[src/source/dma_pkg.sv]
`default_nettype none

//////////////////////////////////////////////////
// channel level types and widths
//////////////////////////////////////////////////

package dma_pkg;

  localparam int unsigned num_channels = 4;   // fixed by the register map
  localparam int unsigned addr_width   = 64;
  localparam int unsigned len_width    = 32;
  localparam int unsigned total_width  = 48;  // length totals wrap at 256 TB
  localparam int unsigned count_width  = 32;  // counters and status words

  // user command, single cycle strobe
  typedef struct packed {
    logic                  valid;
    logic [addr_width-1:0] addr;
    logic [len_width-1:0]  len;
  } dma_cmd_t;

  // descriptor bypass load towards the engine
  typedef struct packed {
    logic                  load;  // one cycle
    logic [addr_width-1:0] addr;  // held until next load
    logic [len_width-1:0]  len;
  } dma_dsc_t;

  // data beat strobe, payload not needed for stats
  typedef struct packed {
    logic valid;
    logic last;   // end of packet
  } dma_beat_t;

  // clear pulses for one channel
  typedef struct packed {
    logic clear_wr_len;
    logic clear_rd_len;
  } chan_clear_t;

endpackage

`default_nettype wire

[src/source/dma_regs_pkg.sv]
`default_nettype none

package dma_regs_pkg;

  //////////////////////////////////////////////////
  // host port
  //////////////////////////////////////////////////
  localparam int unsigned reg_addr_width = 9;   // 512 words
  localparam int unsigned reg_data_width = 32;

  typedef struct packed {
    logic                      strobe;
    logic [reg_addr_width-1:0] addr;
    logic [reg_data_width-1:0] data;
  } reg_wr_t;

  typedef struct packed {
    logic                      strobe;
    logic [reg_addr_width-1:0] addr;
  } reg_rd_t;

  //////////////////////////////////////////////////
  // register map
  //////////////////////////////////////////////////
  localparam int unsigned version_addr  = 0;
  localparam int unsigned scratch_addr  = 1;
  localparam int unsigned clear_base    = 4;   // + channel, bit0 wr total, bit1 rd total
  localparam int unsigned status_base   = 8;   // + channel * stride
  localparam int unsigned status_stride = 11;

  // word index inside one channel block
  localparam int unsigned stat_wr_cmds    = 0;
  localparam int unsigned stat_wr_beats   = 1;
  localparam int unsigned stat_wr_pkts    = 2;
  localparam int unsigned stat_rd_cmds    = 3;
  localparam int unsigned stat_rd_beats   = 4;
  localparam int unsigned stat_rd_pkts    = 5;
  localparam int unsigned stat_wr_len_lo  = 6;
  localparam int unsigned stat_wr_len_hi  = 7;
  localparam int unsigned stat_rd_len_lo  = 8;
  localparam int unsigned stat_rd_len_hi  = 9;
  localparam int unsigned stat_rd_flushed = 10;

  localparam logic [reg_data_width-1:0] fpga_version = 32'h0003_0100;

endpackage

`default_nettype wire

[src/source/dma_ctrl_decoder.sv]
`default_nettype none

// host write decode, scratch word and per channel clear pulses
module dma_ctrl_decoder
  import dma_pkg::*;
  import dma_regs_pkg::*;
(
  input  logic                             pcie_clk,
  input  logic                             pcie_aresetn,
  input  reg_wr_t                          reg_wr,
  output chan_clear_t [num_channels-1:0]   clear,
  output logic        [reg_data_width-1:0] scratch
);

  logic                    scratch_hit;
  logic [num_channels-1:0] clear_hit;   // one per channel clear register

  //////////////////////////////////////////////////
  // address compare
  //////////////////////////////////////////////////
  always_comb begin
    scratch_hit = reg_wr.strobe && (reg_wr.addr == reg_addr_width'(scratch_addr));
    for (int c = 0; c < num_channels; c++) begin
      clear_hit[c] = reg_wr.strobe && (reg_wr.addr == reg_addr_width'(clear_base + c));
    end
  end

  //////////////////////////////////////////////////
  // registers
  //////////////////////////////////////////////////
  always_ff @(posedge pcie_clk) begin
    if (!pcie_aresetn) begin
      scratch <= '0;
      clear   <= '0;
    end else begin
      if (scratch_hit) begin
        scratch <= reg_wr.data;
      end
      // pulses drop again next cycle unless rewritten
      for (int c = 0; c < num_channels; c++) begin
        clear[c].clear_wr_len <= clear_hit[c] && reg_wr.data[0];
        clear[c].clear_rd_len <= clear_hit[c] && reg_wr.data[1];
      end
    end
  end

endmodule

`default_nettype wire

[src/source/dma_channel.sv]
`default_nettype none

// one channel: command to descriptor load, plus statistics
module dma_channel
  import dma_pkg::*;
  import dma_regs_pkg::*;
(
  input  logic                                     pcie_clk,
  input  logic                                     pcie_aresetn,
  input  dma_cmd_t                                 wr_cmd,
  input  dma_cmd_t                                 rd_cmd,
  input  dma_beat_t                                c2h_beat,
  input  dma_beat_t                                h2c_beat,
  input  chan_clear_t                              clear,
  output dma_dsc_t                                 c2h_dsc,
  output dma_dsc_t                                 h2c_dsc,
  output logic [status_stride-1:0][count_width-1:0] status
);

  // direction index: 0 write (c2h), 1 read (h2c)
  dma_cmd_t  [1:0] cmd;
  dma_beat_t [1:0] beat;
  logic      [1:0] len_clr;

  logic [1:0]                  dsc_load;
  logic [1:0][addr_width-1:0]  dsc_addr;
  logic [1:0][len_width-1:0]   dsc_len;

  logic [1:0][count_width-1:0] cmd_cnt;
  logic [1:0][count_width-1:0] beat_cnt;
  logic [1:0][count_width-1:0] pkt_cnt;     // beats with last
  logic [1:0][total_width-1:0] len_total;
  logic                        rd_flushed;  // every read got its packet back

  assign cmd     = {rd_cmd, wr_cmd};
  assign beat    = {h2c_beat, c2h_beat};
  assign len_clr = {clear.clear_rd_len, clear.clear_wr_len};

  //////////////////////////////////////////////////
  // descriptor loader
  //////////////////////////////////////////////////
  always_ff @(posedge pcie_clk) begin
    for (int d = 0; d < 2; d++) begin
      if (cmd[d].valid) begin
        dsc_addr[d] <= cmd[d].addr;  // hold until next command
        dsc_len[d]  <= cmd[d].len;
      end
    end
  end

  assign c2h_dsc = '{load: dsc_load[0], addr: dsc_addr[0], len: dsc_len[0]};
  assign h2c_dsc = '{load: dsc_load[1], addr: dsc_addr[1], len: dsc_len[1]};

  //////////////////////////////////////////////////
  // statistics
  //////////////////////////////////////////////////
  always_ff @(posedge pcie_clk) begin
    if (!pcie_aresetn) begin
      dsc_load   <= '0;
      cmd_cnt    <= '0;
      beat_cnt   <= '0;
      pkt_cnt    <= '0;
      len_total  <= '0;
      rd_flushed <= 1'b0;
    end else begin
      for (int d = 0; d < 2; d++) begin
        dsc_load[d] <= cmd[d].valid;  // one cycle strobe, no back-pressure
        if (cmd[d].valid) begin
          cmd_cnt[d] <= cmd_cnt[d] + count_width'(1);
        end
        // clear beats a same cycle command, its length is dropped
        if (len_clr[d]) begin
          len_total[d] <= '0;
        end else if (cmd[d].valid) begin
          len_total[d] <= len_total[d] + total_width'(cmd[d].len);
        end
        if (beat[d].valid) begin
          beat_cnt[d] <= beat_cnt[d] + count_width'(1);
          if (beat[d].last) begin
            pkt_cnt[d] <= pkt_cnt[d] + count_width'(1);
          end
        end
      end
      rd_flushed <= (cmd_cnt[1] == pkt_cnt[1]);  // lags the counters by one
    end
  end

  //////////////////////////////////////////////////
  // status words
  //////////////////////////////////////////////////
  assign status[stat_wr_cmds]    = cmd_cnt[0];
  assign status[stat_wr_beats]   = beat_cnt[0];
  assign status[stat_wr_pkts]    = pkt_cnt[0];
  assign status[stat_rd_cmds]    = cmd_cnt[1];
  assign status[stat_rd_beats]   = beat_cnt[1];
  assign status[stat_rd_pkts]    = pkt_cnt[1];
  assign status[stat_wr_len_lo]  = len_total[0][count_width-1:0];
  assign status[stat_wr_len_hi]  = count_width'(len_total[0][total_width-1:count_width]);
  assign status[stat_rd_len_lo]  = len_total[1][count_width-1:0];
  assign status[stat_rd_len_hi]  = count_width'(len_total[1][total_width-1:count_width]);
  assign status[stat_rd_flushed] = count_width'(rd_flushed);

endmodule

`default_nettype wire

[src/source/dma_status_mux.sv]
`default_nettype none

// host read port over version, scratch and channel status words
module dma_status_mux
  import dma_pkg::*;
  import dma_regs_pkg::*;
(
  input  logic                                                   pcie_clk,
  input  logic                                                   pcie_aresetn,
  input  reg_rd_t                                                reg_rd,
  input  logic [reg_data_width-1:0]                              scratch,
  input  logic [num_channels*status_stride-1:0][count_width-1:0] status,
  output logic [reg_data_width-1:0]                              reg_rd_data,
  output logic                                                   reg_rd_valid
);

  logic [reg_data_width-1:0] rd_word;  // decoded, before the output register

  //////////////////////////////////////////////////
  // address decode
  //////////////////////////////////////////////////
  always_comb begin
    rd_word = '0;  // unmapped reads return zero
    if (reg_rd.addr == reg_addr_width'(version_addr)) begin
      rd_word = fpga_version;
    end else if (reg_rd.addr == reg_addr_width'(scratch_addr)) begin
      rd_word = scratch;
    end else begin
      // channel blocks sit back to back from status_base
      for (int w = 0; w < num_channels * status_stride; w++) begin
        if (reg_rd.addr == reg_addr_width'(status_base + w)) begin
          rd_word = status[w];
        end
      end
    end
  end

  //////////////////////////////////////////////////
  // one cycle read latency
  //////////////////////////////////////////////////
  always_ff @(posedge pcie_clk) begin
    if (!pcie_aresetn) begin
      reg_rd_valid <= 1'b0;
    end else begin
      reg_rd_valid <= reg_rd.strobe;
    end
  end

  always_ff @(posedge pcie_clk) begin
    if (reg_rd.strobe) begin
      reg_rd_data <= rd_word;  // held between reads
    end
  end

endmodule

`default_nettype wire

[src/source/dma_if_top.sv]
`default_nettype none

// descriptor front end, four channels behind one register port
module dma_if_top
  import dma_pkg::*;
  import dma_regs_pkg::*;
(
  input  logic                               pcie_clk,
  input  logic                               pcie_aresetn,
  input  dma_cmd_t  [num_channels-1:0]       wr_cmd,
  input  dma_cmd_t  [num_channels-1:0]       rd_cmd,
  input  dma_beat_t [num_channels-1:0]       c2h_beat,
  input  dma_beat_t [num_channels-1:0]       h2c_beat,
  input  reg_wr_t                            reg_wr,
  input  reg_rd_t                            reg_rd,
  output dma_dsc_t  [num_channels-1:0]       c2h_dsc,
  output dma_dsc_t  [num_channels-1:0]       h2c_dsc,
  output logic      [reg_data_width-1:0]     reg_rd_data,
  output logic                               reg_rd_valid
);

  chan_clear_t [num_channels-1:0]                         chan_clear;
  logic [reg_data_width-1:0]                              scratch;
  logic [num_channels*status_stride-1:0][count_width-1:0] status_words;  // all blocks

  dma_ctrl_decoder ctrl_decoder_i (
    .pcie_clk     (pcie_clk),
    .pcie_aresetn (pcie_aresetn),
    .reg_wr       (reg_wr),
    .clear        (chan_clear),
    .scratch      (scratch)
  );

  for (genvar i = 0; i < num_channels; i++) begin : g_chan
    dma_channel channel_i (
      .pcie_clk     (pcie_clk),
      .pcie_aresetn (pcie_aresetn),
      .wr_cmd       (wr_cmd[i]),
      .rd_cmd       (rd_cmd[i]),
      .c2h_beat     (c2h_beat[i]),
      .h2c_beat     (h2c_beat[i]),
      .clear        (chan_clear[i]),
      .c2h_dsc      (c2h_dsc[i]),
      .h2c_dsc      (h2c_dsc[i]),
      .status       (status_words[i*status_stride +: status_stride])  // own block
    );
  end

  dma_status_mux status_mux_i (
    .pcie_clk     (pcie_clk),
    .pcie_aresetn (pcie_aresetn),
    .reg_rd       (reg_rd),
    .scratch      (scratch),
    .status       (status_words),
    .reg_rd_data  (reg_rd_data),
    .reg_rd_valid (reg_rd_valid)
  );

endmodule

`default_nettype wire

[config.mk]
export PLATFORM = sky130hd
export DESIGN_NAME = dma_if_top
export DESIGN_NICKNAME = d
export VERILOG_FILES = /design/src/source/dma_pkg.sv /design/src/source/dma_regs_pkg.sv /design/src/source/dma_ctrl_decoder.sv /design/src/source/dma_channel.sv /design/src/source/dma_status_mux.sv /design/src/source/dma_if_top.sv
export SDC_FILE = /design/constraint.sdc
export NUM_CORES = 2
export LEC_CHECK = 0
export ABC_AREA = 1
export BUFFER_PORTS_ARGS = -buffer_cell sky130_fd_sc_hd__buf_2
export CORE_AREA = 2 2 636 638
export DETAILED_ROUTE_END_ITERATION = 8
export DIE_AREA = 0 0 638 640
export GPL_TIMING_DRIVEN = 0
export PLACE_DENSITY = 0.41
export SYNTH_ARGS = -nofsm -noshare
export SYNTH_HDL_FRONTEND = slang
export SYNTH_SLANG_ARGS = --single-unit
[constraint.sdc]
create_clock -name pcie_clk -period 6.7 [get_ports pcie_clk]
set_input_delay 0.67 -clock pcie_clk [delete_from_list [all_inputs] [get_ports pcie_clk]]
set_output_delay 0.67 -clock pcie_clk [all_outputs]
set_load 0.05 [all_outputs]
==> results.json <==
{
  "rows": 233,
  "synth_nets": 13500,
  "maxSlewHeadroom_pct": 3.08,
  "synthAdderAreaFrac_pct": 3.71,
  "synth-seq-cells": 2005,
  "max_cap_viol_count": 0,
  "critPathMaxStageDelay_ps": 730,
  "nets": 16200,
  "switching_power_uw": 10200,
  "die_area_um2": 408000,
  "power_density_nw_per_um2": 260,
  "numCtsBuffers": 268,
  "vias": 96700,
  "synth_mux_area_share_pct": 0,
  "syn_avg_cell_area_um2": 8.00,
  "path_max_fanout": 10,
  "yosys.area.top_type_share_pct": 24.4,
  "finalSetupViolCount": 0,
  "fin_skew_ps": 89.9,
  "yosys.area_share.xor_xnor_pct": 2.81,
  "cp_slowest_cell": "nor3_2",
  "track_usage_pct": 22.3,
  "vdd_drop_max_mv": 0.208,
  "core_um2": 401000,
  "vias_per_cell": 4.70,
  "fillCellCount": 42900,
  "initial_utilization_pct": 24.6,
  "hold_class": "input pin to register",
  "drtPass1Iterations": 6,
  "worst_pin_slew_ps": 1440,
  "wirelength_um": 476000,
  "p_int_uw": 23600,
  "rsz0062_at_grt": "no",
  "drt_iter0_drc": 8181,
  "grt_start_max_net_pins": 81,
  "async_flop_share_pct": 0,
  "synthTopCellsByCount": "nand2_1 (2177), inv_1 (1786), nor2_1 (1359), dfxtp_1 (1205), a21oi_1 (1127)",
  "worstSetupPathType": "input pin to register",
  "grt_pass1_vias": 92800,
  "cts_tree": "done",
  "fmax_mhz": 156,
  "drive_gt1_share_pct": 15.3,
  "h-tree-depth": 5,
  "yosysTopAreaCell": "dfxtp_1",
  "drv_slew": 0,
  "synth.area.top_cells": "dfxtp_1 (24%), edfxtp_1 (24%), nand2_1 (8.3%)",
  "overflow": 0,
  "pwr-share-seq_pct": 40.6,
  "netlist_instances": 12400,
  "drc_errors": 0,
  "crit_required_ps": 7380,
  "antenna_found_initial": 81,
  "wl_per_cell_um": 23.2,
  "grt_pass1_wl_um": 664000,
  "gp_congestion": 0.969,
  "ant_nets": 0,
  "synth_top_family_by_area": "simple AND/OR/NAND/NOR gates",
  "die-height_um": 640,
  "pre_cts_ws_ps": -522,
  "io_pins": 1655,
  "yosys.cell_types.count": 79,
  "final.setup.worst_slack_ps": 302,
  "ctsResizeCount": 0,
  "io_buffers": 1650,
  "power.total_uw": 33900,
  "cts_root_buf": "clkbuf_16",
  "cts.sinks": 2005,
  "max-clock-path-buffers": 4,
  "synth_flop_cell": "dfxtp_1",
  "fin_area_um2": 130000,
  "setup_tns_ps": 0,
  "ys_seq_area_share_pct": 48.7,
  "placed_area_um2": 114000,
  "hpwl_um": 384000,
  "swShare_pct": 30.3,
  "clk_latency_ps": 950,
  "min_period_ps": 6400,
  "path_clk_slew_ps": 60,
  "yosys_warnings": 0,
  "die_w_um": 638,
  "clkPwrFrac_pct": 43.3,
  "areaGrowthSynthToFinish_pct": 31.9,
  "comb_power_share_pct": 16.0,
  "finalHoldViolations": 0,
  "synth-simple-area-share_pct": 22.2,
  "leakagePower_uw": 0.0509,
  "synth_edf_count": 800,
  "synthesis.area_um2": 98900,
  "synth_compound_area_share_pct": 14.4,
  "period_share_pct": 95.5,
  "outcome": "finished, final reports clean",
  "endpoint_kind": "register",
  "cp.arrival_ps": 7080,
  "cpMostUsedCell": "nand2_1",
  "yosysMostFrequentCell": "nand2_1",
  "fin_hold_ws_ps": 50.0,
  "start_kind": "input pin"
}
==> final timing paths <==
kind / cells past startpoint / endpoint / slack, ps / startpoint
hold / removal: 1 / g_chan[2].channel_i.c2h_dsc[11]$_DFFE_PP_ / 50 / wr_cmd[205]
setup / recovery: 29 / status_mux_i.reg_rd_data[13]$_SDFFCE_PN0P_ / 300 / reg_rd[6]
hold reg to reg: 2 / g_chan[3].channel_i.status[154]$_SDFFE_PN0P_ / 460 / g_chan[3].channel_i.status[152]$_SDFFE_PN0P_
setup reg to reg: 20 / status_mux_i.reg_rd_data[23]$_SDFFCE_PN0P_ / 1320 / g_chan[0].channel_i.status[23]$_SDFFE_PN0P_
==> sequential cells by signal, summed over array words and instances, names as in the netlist <==
name                         cells
ctrl_decoder_i.clear             8
g_chan.channel_i.status       1152
ctrl_decoder_i.scratch          32
g_chan.channel_i.rd_flushed      4
g_chan.channel_i.dsc_load        8
status_mux_i.reg_rd_valid        1
g_chan.channel_i.c2h_dsc       384
status_mux_i.reg_rd_data        32
g_chan.channel_i.h2c_dsc       384
==> cell type report <==
cell class / instances / area [µm²] / share of cell area (%)
sequential: 2005 / 48100 / 36.9
timing repair buffer: 2400 / 16000 / 12.3
tap: 5287 / 6620 / 5.07
buffer: 330 / 1310 / 1.00
antenna: 37 / 92.6 / 0.0710
clock inverter: 105 / 1150 / 0.884
clock buffer: 374 / 7590 / 5.82
multi-input combinational: 8210 / 42700 / 32.7
inverter: 1815 / 6810 / 5.23
==> worst max-delay path: cells and delay by family <==
family,cells,cell delay [ps]
buf+inv,5,1020
simple gates,24,5380
==> kinds of logic after synthesis <==
| logic type | Yosys count |
|---|---|
| AO/OA/AOI/OAI | 2549 |
| XOR/XNOR | 317 |
| adder cells (fa/ha/maj) | 288 |
| buffers and inverters | 2145 |
| flip-flops | 2005 |
| AND/OR/NAND/NOR | 5056 |
==> layout by cell type (no fill, tap or decap), types with 21 or more instances in the layout <==
cell type	instances
diode_2	37
dfxtp_1	1205
nand2_2	22
o2111ai_1	22
o21a_1	76
or2_2	21
o21ai_0	908
nand3_1	401
a221oi_1	48
edfxtp_1	800
nand4_1	320
xor2_1	202
nor3b_1	34
nor2_1	1357
a211oi_1	60
o21ai_2	48
nor4_1	150
clkinv_1	26
inv_1	1786
xnor2_1	115
a21oi_1	1127
buf_2	1657
o22ai_1	82
nor3_1	482
ha_1	280
clkbuf_8	36
a31oi_1	37
dlygate4sd3_1	733
clkbuf_1	343
nand2_1	2177
clkinv_2	33
clkbuf_16	274
==> power groups by stage <==
stage | clock network, µW | logic [µW] | registers (µW)
after floorplan | 0 | 1950 | 15200
after global placement | 0 | 5060 | 14000
after detailed placement | 0 | 5080 | 14000
after CTS | 15100 | 5460 | 13800
after global routing | 15500 | 5850 | 13800
final | 14700 | 5420 | 13800
==> what timing repair did <==
item / in CTS / in global routing
endpoints found under the hold margin: 733 / 0
hold buffers: 733 / 0
endpoints found under the setup margin: 0 / 0
buffers inserted: 0 / 0
==> per-stage QoR <==
stage | instances | util (%)
after CTS | 20500 | 32.5
after global placement | 19300 | 28.3
final | 20600 | 32.5
after floorplan | 12400 | -
after global routing | 20500 | 32.5
after detailed placement | 19300 | 28.4
==> per-layer routing <==
layer  part of all wire (%)  GRT usage [%]
met1                     44           29.3
met2                     45           35.9
met3                    6.5           3.96
met4                    4.7           9.45
met5                  0.055              0
No activity file was read; power rests on OpenSTA's default activity.
